===== config.mk =====
export PLATFORM = sky130hd
export DESIGN_NAME = wallace_mul_top
export DESIGN_NICKNAME = d
export VERILOG_FILES = /design/src/wallace_pkg.sv /design/src/partial_product_gen.sv /design/src/csa_layer.sv /design/src/csa_reduce_stage.sv /design/src/final_adder_stage.sv /design/src/wallace_mul_top.sv
export SDC_FILE = /design/constraint.sdc
export NUM_CORES = 1
export LEC_CHECK = 0
export BUFFER_PORTS_ARGS = -buffer_cell sky130_fd_sc_hd__buf_2
export CAP_MARGIN = 20
export CELL_PAD_IN_SITES_DETAIL_PLACEMENT = 1
export CELL_PAD_IN_SITES_GLOBAL_PLACEMENT = 1
export CORE_MARGIN = 10
export CORE_UTILIZATION = 35
export CTS_CLUSTER_DIAMETER = 80
export DETAILED_ROUTE_END_ITERATION = 12
export PLACE_DENSITY = 0.62
export SLEW_MARGIN = 20
export SYNTH_ARGS = -nofsm -noshare
export SYNTH_HDL_FRONTEND = slang
export SYNTH_SLANG_ARGS = --single-unit

===== constraint.sdc =====
create_clock -name clk -period 10.2 [get_ports clk]
set_input_delay 2.04 -clock clk [delete_from_list [all_inputs] [get_ports clk]]
set_output_delay 2.04 -clock clk [all_outputs]
set_load 0.05 [all_outputs]

===== src/wallace_pkg.sv =====
package wallace_pkg;

  localparam int OPERAND_W = 16;
  localparam int PRODUCT_W = 2 * OPERAND_W;
  // register stages from operands to product
  localparam int LATENCY = 4;

  typedef logic [OPERAND_W-1:0] operand_t;
  typedef logic [PRODUCT_W-1:0] product_t;

  typedef struct packed {
    operand_t a;
    operand_t b;
  } operands_t;

  // the two rows left after carry-save reduction
  typedef struct packed {
    product_t sum;
    product_t carry;
  } csa_pair_t;

  ////////////////////////////////////////////////////////////////////////////
  // row bookkeeping for the 3:2 layers
  ////////////////////////////////////////////////////////////////////////////

  // each full group of three becomes two rows and leftovers pass
  function automatic int csa_rows_out(int rows_in);
    return 2 * (rows_in / 3) + rows_in % 3;
  endfunction

  function automatic int csa_rows_after(int rows_in, int layers);
    int n;
    n = rows_in;
    for (int k = 0; k < layers; k++) begin
      n = csa_rows_out(n);
    end
    return n;
  endfunction

  // layers needed to get down to rows_out but never below two rows
  function automatic int csa_depth(int rows_in, int rows_out);
    int n;
    int d;
    n = rows_in;
    d = 0;
    while (n > rows_out && n > 2) begin
      n = csa_rows_out(n);
      d++;
    end
    return d;
  endfunction

endpackage


===== src/partial_product_gen.sv =====
`timescale 1ns/1ps

module partial_product_gen (
  input  logic                                                clk,
  input  logic                                                arst_n,
  input  wallace_pkg::operands_t                              ops,
  output wallace_pkg::product_t [wallace_pkg::OPERAND_W-1:0] rows
);

  wallace_pkg::product_t [wallace_pkg::OPERAND_W-1:0] rows_d;

  ////////////////////////////////////////////////////////////////////////////
  // AND matrix
  ////////////////////////////////////////////////////////////////////////////

  // row i is a gated by b[i] and moved up to column weight i
  always_comb begin
    for (int i = 0; i < wallace_pkg::OPERAND_W; i++) begin
      rows_d[i] = wallace_pkg::product_t'(ops.a & {wallace_pkg::OPERAND_W{ops.b[i]}}) << i;
    end
  end

  ////////////////////////////////////////////////////////////////////////////
  // stage register
  ////////////////////////////////////////////////////////////////////////////

  always_ff @(posedge clk or negedge arst_n) begin
    if (!arst_n) begin
      rows <= '0;
    end else begin
      rows <= rows_d;
    end
  end

endmodule


===== src/csa_layer.sv =====
`timescale 1ns/1ps

// one purely combinational Wallace layer
module csa_layer #(
  parameter int rows_in = 3
) (
  input  wallace_pkg::product_t [rows_in-1:0]                           rows,
  output wallace_pkg::product_t [wallace_pkg::csa_rows_out(rows_in)-1:0] reduced
);

  localparam int groups   = rows_in / 3;
  localparam int w        = wallace_pkg::PRODUCT_W;

  ////////////////////////////////////////////////////////////////////////////
  // 3:2 compression per group
  ////////////////////////////////////////////////////////////////////////////

  for (genvar g = 0; g < groups; g++) begin : g_grp
    wallace_pkg::product_t x;
    wallace_pkg::product_t y;
    wallace_pkg::product_t z;
    wallace_pkg::product_t cy;

    assign x = rows[3*g];
    assign y = rows[3*g+1];
    assign z = rows[3*g+2];

    // column sum bits
    assign reduced[2*g] = x ^ y ^ z;

    // full adder carry that acts as a half adder wherever z has no bit
    assign cy = (x & y) | (z & (x ^ y));

    // carries weigh one column more and the bit 31 carry falls off
    assign reduced[2*g+1] = {cy[w-2:0], 1'b0};
  end

  ////////////////////////////////////////////////////////////////////////////
  // leftover rows
  ////////////////////////////////////////////////////////////////////////////

  for (genvar r = 3 * groups; r < rows_in; r++) begin : g_pass
    // lands after the 2*groups compressed rows
    assign reduced[r-groups] = rows[r];
  end

endmodule


===== src/csa_reduce_stage.sv =====
`timescale 1ns/1ps

module csa_reduce_stage #(
  parameter int rows_in  = 16,
  parameter int rows_out = 6
) (
  input  logic                                   clk,
  input  logic                                   arst_n,
  input  wallace_pkg::product_t [rows_in-1:0]   rows,
  output wallace_pkg::product_t [rows_out-1:0]  reduced
);

  localparam int depth = wallace_pkg::csa_depth(rows_in, rows_out);

  wallace_pkg::product_t [rows_out-1:0] chain_out;

  // the chain must land on rows_out exactly
  if (depth < 1 || wallace_pkg::csa_rows_after(rows_in, depth) != rows_out) begin : g_bad_target
    $error("csa_reduce_stage: %0d rows do not reduce to exactly %0d", rows_in, rows_out);
  end

  ////////////////////////////////////////////////////////////////////////////
  // layer chain
  ////////////////////////////////////////////////////////////////////////////

  for (genvar i = 0; i < depth; i++) begin : g_layer
    localparam int n_in  = wallace_pkg::csa_rows_after(rows_in, i);
    localparam int n_out = wallace_pkg::csa_rows_out(n_in);

    wallace_pkg::product_t [n_out-1:0] layer_out;

    if (i == 0) begin : g_first
      csa_layer #(
        .rows_in (n_in)
      ) u_layer (
        .rows    (rows),
        .reduced (layer_out)
      );
    end else begin : g_next
      csa_layer #(
        .rows_in (n_in)
      ) u_layer (
        .rows    (g_layer[i-1].layer_out),
        .reduced (layer_out)
      );
    end
  end

  assign chain_out = g_layer[depth-1].layer_out;

  ////////////////////////////////////////////////////////////////////////////
  // stage register
  ////////////////////////////////////////////////////////////////////////////

  always_ff @(posedge clk or negedge arst_n) begin
    if (!arst_n) begin
      reduced <= '0;
    end else begin
      reduced <= chain_out;
    end
  end

endmodule


===== src/final_adder_stage.sv =====
`timescale 1ns/1ps

module final_adder_stage (
  input  logic                   clk,
  input  logic                   arst_n,
  input  wallace_pkg::csa_pair_t pair,
  output wallace_pkg::product_t  product
);

  wallace_pkg::product_t sum_d;

  ////////////////////////////////////////////////////////////////////////////
  // ripple carry-propagate adder
  ////////////////////////////////////////////////////////////////////////////

  always_comb begin : ripple
    logic cy;
    cy = 1'b0;
    for (int i = 0; i < wallace_pkg::PRODUCT_W; i++) begin
      sum_d[i] = pair.sum[i] ^ pair.carry[i] ^ cy;
      cy       = (pair.sum[i] & pair.carry[i]) | (cy & (pair.sum[i] ^ pair.carry[i]));
    end
    // carry out of bit 31 is dropped since the product always fits
  end

  ////////////////////////////////////////////////////////////////////////////
  // output register
  ////////////////////////////////////////////////////////////////////////////

  always_ff @(posedge clk or negedge arst_n) begin
    if (!arst_n) begin
      product <= '0;
    end else begin
      product <= sum_d;
    end
  end

endmodule


===== src/wallace_mul_top.sv =====
`timescale 1ns/1ps

// 16x16 unsigned Wallace multiplier with four register stages
module wallace_mul_top (
  input  logic                   clk,
  input  logic                   arst_n,
  input  wallace_pkg::operands_t ops,
  output wallace_pkg::product_t  product
);

  // 16 -> 6 in the first reduction stage and 6 -> 2 in the second
  localparam int pp_rows  = wallace_pkg::OPERAND_W;
  localparam int mid_rows = 6;
  localparam int end_rows = 2;

  wallace_pkg::product_t [pp_rows-1:0]  pp_rows_q;
  wallace_pkg::product_t [mid_rows-1:0] mid_rows_q;
  wallace_pkg::product_t [end_rows-1:0] end_rows_q;
  wallace_pkg::csa_pair_t               pair;

  partial_product_gen u_ppg (
    .clk    (clk),
    .arst_n (arst_n),
    .ops    (ops),
    .rows   (pp_rows_q)
  );

  csa_reduce_stage #(
    .rows_in  (pp_rows),
    .rows_out (mid_rows)
  ) u_reduce0 (
    .clk     (clk),
    .arst_n  (arst_n),
    .rows    (pp_rows_q),
    .reduced (mid_rows_q)
  );

  csa_reduce_stage #(
    .rows_in  (mid_rows),
    .rows_out (end_rows)
  ) u_reduce1 (
    .clk     (clk),
    .arst_n  (arst_n),
    .rows    (mid_rows_q),
    .reduced (end_rows_q)
  );

  assign pair.sum   = end_rows_q[0];
  assign pair.carry = end_rows_q[1];

  final_adder_stage u_cpa (
    .clk     (clk),
    .arst_n  (arst_n),
    .pair    (pair),
    .product (product)
  );

endmodule


==> results summary <==
The flow ran to the end, and the final reports show no timing, DRC or antenna violations. The actual slew at the worst max-slew pin came out at 0.909 ns. The detailed router placed 9043 vias in this run. The starting DRC count in detailed routing is 523. The total setup violations reported at the end of the flow is 0. The overflow left after global routing came out at 0.

The wire length per cell came out at 18.2 microns. The critical path is of the flop to flop type. The die covers around 66000 sq um. The met3 usage in global routing is 2.52%. The share of synthesized area occupied by flip-flops and latches came out at 58.6%. The post-detailed-route DRC marker count is 0. The global-route wire length before repair is 64400 microns. The deepest level of the CTS H-tree is 2. The buffers inserted during post-CTS setup optimization is 0. For this design the static power due to leakage is 11.1 nW. The post-layout minimum cycle time came out at roughly 9.8 ns. The switching power as a share of total power came out at 32.3%. The period utilization came out at 95.8%. The number of fill cells in the layout is about 5700. The clock-pin slew on the worst setup and hold paths came out at 0.06 ns. STA puts the critical path data required time at roughly 11 ns. The number of distinct standard cells referenced by the synthesized netlist is 9.

The nature of the critical path endpoint is a flop. The clock reaches the later pin of the worst-skew pair after around 0.6 ns. After floorplanning, the core was divided into 86 placement rows.

The placement-stage worst setup slack is between 0.09 and 0.1 ns. Synthesis inferred 460 register bits. The post-synthesis area per instance came out at 15.1 sq um. The arrival time at the worst endpoint is 10.31 ns. The global routing stage identified its most utilized layer as met2. The width of the die is between 200 and 300 microns. TritonCTS built the clock tree. The placed wire-length estimate after detailed placement is 26800 microns. The number of instances resized during post-cts repair is 0. The final cell utilization of the core is 40.2%. The area of the core came out at 55300 sq um. The overall track demand over capacity in global routing is 12.6%. The stage delay of the slowest cell on the critical path came out at 0.43 ns. Measured against its own limit, the worst slew margin works out to 39.4%.

The total power density per cell area is 245 nW/um^2. The worst setup path is launched from a flop. Once the floorplan was initialized, standard cells occupied about 36% of the core. In this run the cell area of the synthesized design comes to slightly below 20000 sq um. The internal power came out at 0.00369 W. The share of power burned in registers came out at 42.5%. The met2 track utilization from global routing came out at 20.5%. The number of iterations in the first detailed-routing pass came out at 4.

Combinational logic is responsible for a little over a quarter of the overall power. The post-route netlist has 12.5% of its cells at a drive strength greater than 1. After the last flow step, the layout net total stands at roughly 1700. Counting stages on the worst path, the most repeated cell is sky130_fd_sc_hd__fa_1. The final wirelength came out at 39700 microns. The synthesized net count is 1615. The mean number of vias per cell is 4.15. Synthesis handed over a netlist of 1304 instances. The post-route worst setup slack came out at 0.425 ns. The clock drives 460 sinks.

The final worst clock skew is slightly above 0.03 ns. The part of the power in the clock network is a little under a third. The highest clock rate came out at 102 MHz. Compared with the post-synthesis result, the final layout area differs by 13.0%. The tool flagged a number of max-cap violations equal to 0. The overall power of the completed layout came out at 0.00544 W. Yosys printed 0 warnings. The worst-path maximum fanout is 1.

The vertical die dimension came out at 257 microns. The via count of the first global-routing pass is 10800. The worst hold path belongs to the class flop to flop.

The met1 usage is 17.1%. The count of pins on the block boundary came out at between 60 and 70. At the end of routability-driven placement, the weighted congestion stood at 0.733.

The number of antenna violations at the first check in global routing is 5. The number of failing hold endpoints at the final stage is 0. The number of pins with negative max-slew slack in the final report came out at 0.

Buffers placed on the I/O ports in this run total 65. Clock tree synthesis selected as its root buffer the cell sky130_fd_sc_hd__clkbuf_16. The maximum number of pins on one net before global-route repair came out at 173. The clock buffer count from CTS came out at 49. After clock tree synthesis, the flow added hold-fix buffers numbering 0. The number of routed nets with antenna violations came out at 0.

The setup TNS came out at 0 ns. No sink is reached through more buffers than the 3 on the longest clock path. The largest individual stage delay along the critical path comes from the cell sky130_fd_sc_hd__fa_1. The switching component of the power is around 0.0018 W.

The largest vdd supply drop is 156 uV.
flip-flops by register name (all words and copies together), names as in the netlist:
register,count
u_ppg.rows,256
u_reduce0.reduced,116
u_reduce1.reduced,56
u_cpa.product,32
power by group through the flow:
| stage | combinational [W] | clock [W] | sequential, W |
|---|---|---|---|
| finish | 0.00141 | 0.00172 | 0.00231 |
| global placement | 0.00142 | 0 | 0.00234 |
| global route | 0.00169 | 0.00186 | 0.00235 |
| floorplan | 0.000773 | 0 | 0.00252 |
| CTS | 0.00148 | 0.00178 | 0.00232 |
| detailed placement | 0.00147 | 0 | 0.00235 |
metrics by stage:
stage,cell area (sq um),std cells,hold slack [ns]
final,22200,2178,0.331
after global routing,22200,2178,0.344
after CTS,22200,2177,0.332
after detailed placement,20700,2089,0.336
after global placement,20700,2089,0.332
after floorplan,19700,1304,0.331
per-layer routing:
layer  share of wire, %  up-vias  routed length, microns
li1                   -     3892                       -
met1                 46     4975                   18100
met2                 49       97                   19400
met3                3.2       71                    1250
met4                2.2        8                     873
met5               0.11        -                      45
cell families (layout without fill, tap and decap cells):
kind of cell	count (synthesis)	count (layout)	share of synthesized area (%)
simple gates	256	256	8.34
xor+xnor	1	1	0.0446
buf+inv	310	435	6.89
fa+ha+maj	277	277	26.2
flops	460	460	58.6
other cells	0	1	0
cell type report:
type / count / area [sq um] / share of cell area (%)
inverter: 278 / 1040 / 4.70
clock buffer: 73 / 1440 / 6.47
clock inverter: 15 / 111 / 0.501
tap: 748 / 936 / 4.21
sequential: 460 / 11500 / 51.8
antenna: 1 / 2.50 / 0.0113
timing repair buffer: 69 / 382 / 1.72
multi-input combinational: 534 / 6800 / 30.6
critical path, delay by kind of cell (launching register included):
kind       cells  cell delay (ns)
fa+ha+maj     24             9.10
flops          1             0.36
buf+inv        4             0.27
path summary, 6_finish.rpt:
path / start / depth (start not counted) / end / slack [ns]
min in group asynchronous: arst_n / 1 / u_ppg.rows[246]$_DFF_PN0_ / 1.46
worst min-delay path: u_ppg.rows[509]$_DFF_PN0_ / 0 / u_reduce0.reduced[189]$_DFF_PN0_ / 0.33
worst min register to register: u_ppg.rows[509]$_DFF_PN0_ / 0 / u_reduce0.reduced[189]$_DFF_PN0_ / 0.33
max in group asynchronous: arst_n / 3 / u_cpa.product[10]$_DFF_PN0_ / 6.71
worst max-delay path: u_reduce1.reduced[7]$_DFF_PN0_ / 28 / u_cpa.product[30]$_DFF_PN0_ / 0.43
worst max register to register: u_reduce1.reduced[7]$_DFF_PN0_ / 28 / u_cpa.product[30]$_DFF_PN0_ / 0.43
placed cells by master, fill, tap and decap left out, drive strengths merged:
cell / synthesis / final
dfrtp: 460 / 460
inv: 278 / 281
and2: 256 / 256
fa: 223 / 223
clkbuf: 0 / 73
buf: 32 / 69
ha: 54 / 54
clkinv: 0 / 11
diode: 0 / 1
xnor2: 1 / 1
bufinv: 0 / 1
synthesized netlist by cell type:
cell	count	area, sq um
sky130_fd_sc_hd__and2_1	226	1410
sky130_fd_sc_hd__and2_2	30	225
sky130_fd_sc_hd__buf_4	13	97.6
sky130_fd_sc_hd__buf_6	19	214
sky130_fd_sc_hd__dfrtp_1	460	11500
sky130_fd_sc_hd__fa_1	223	4460
sky130_fd_sc_hd__ha_1	54	676
sky130_fd_sc_hd__inv_1	278	1040
sky130_fd_sc_hd__xnor2_1	1	8.76
(Power assumes the default switching activity.)
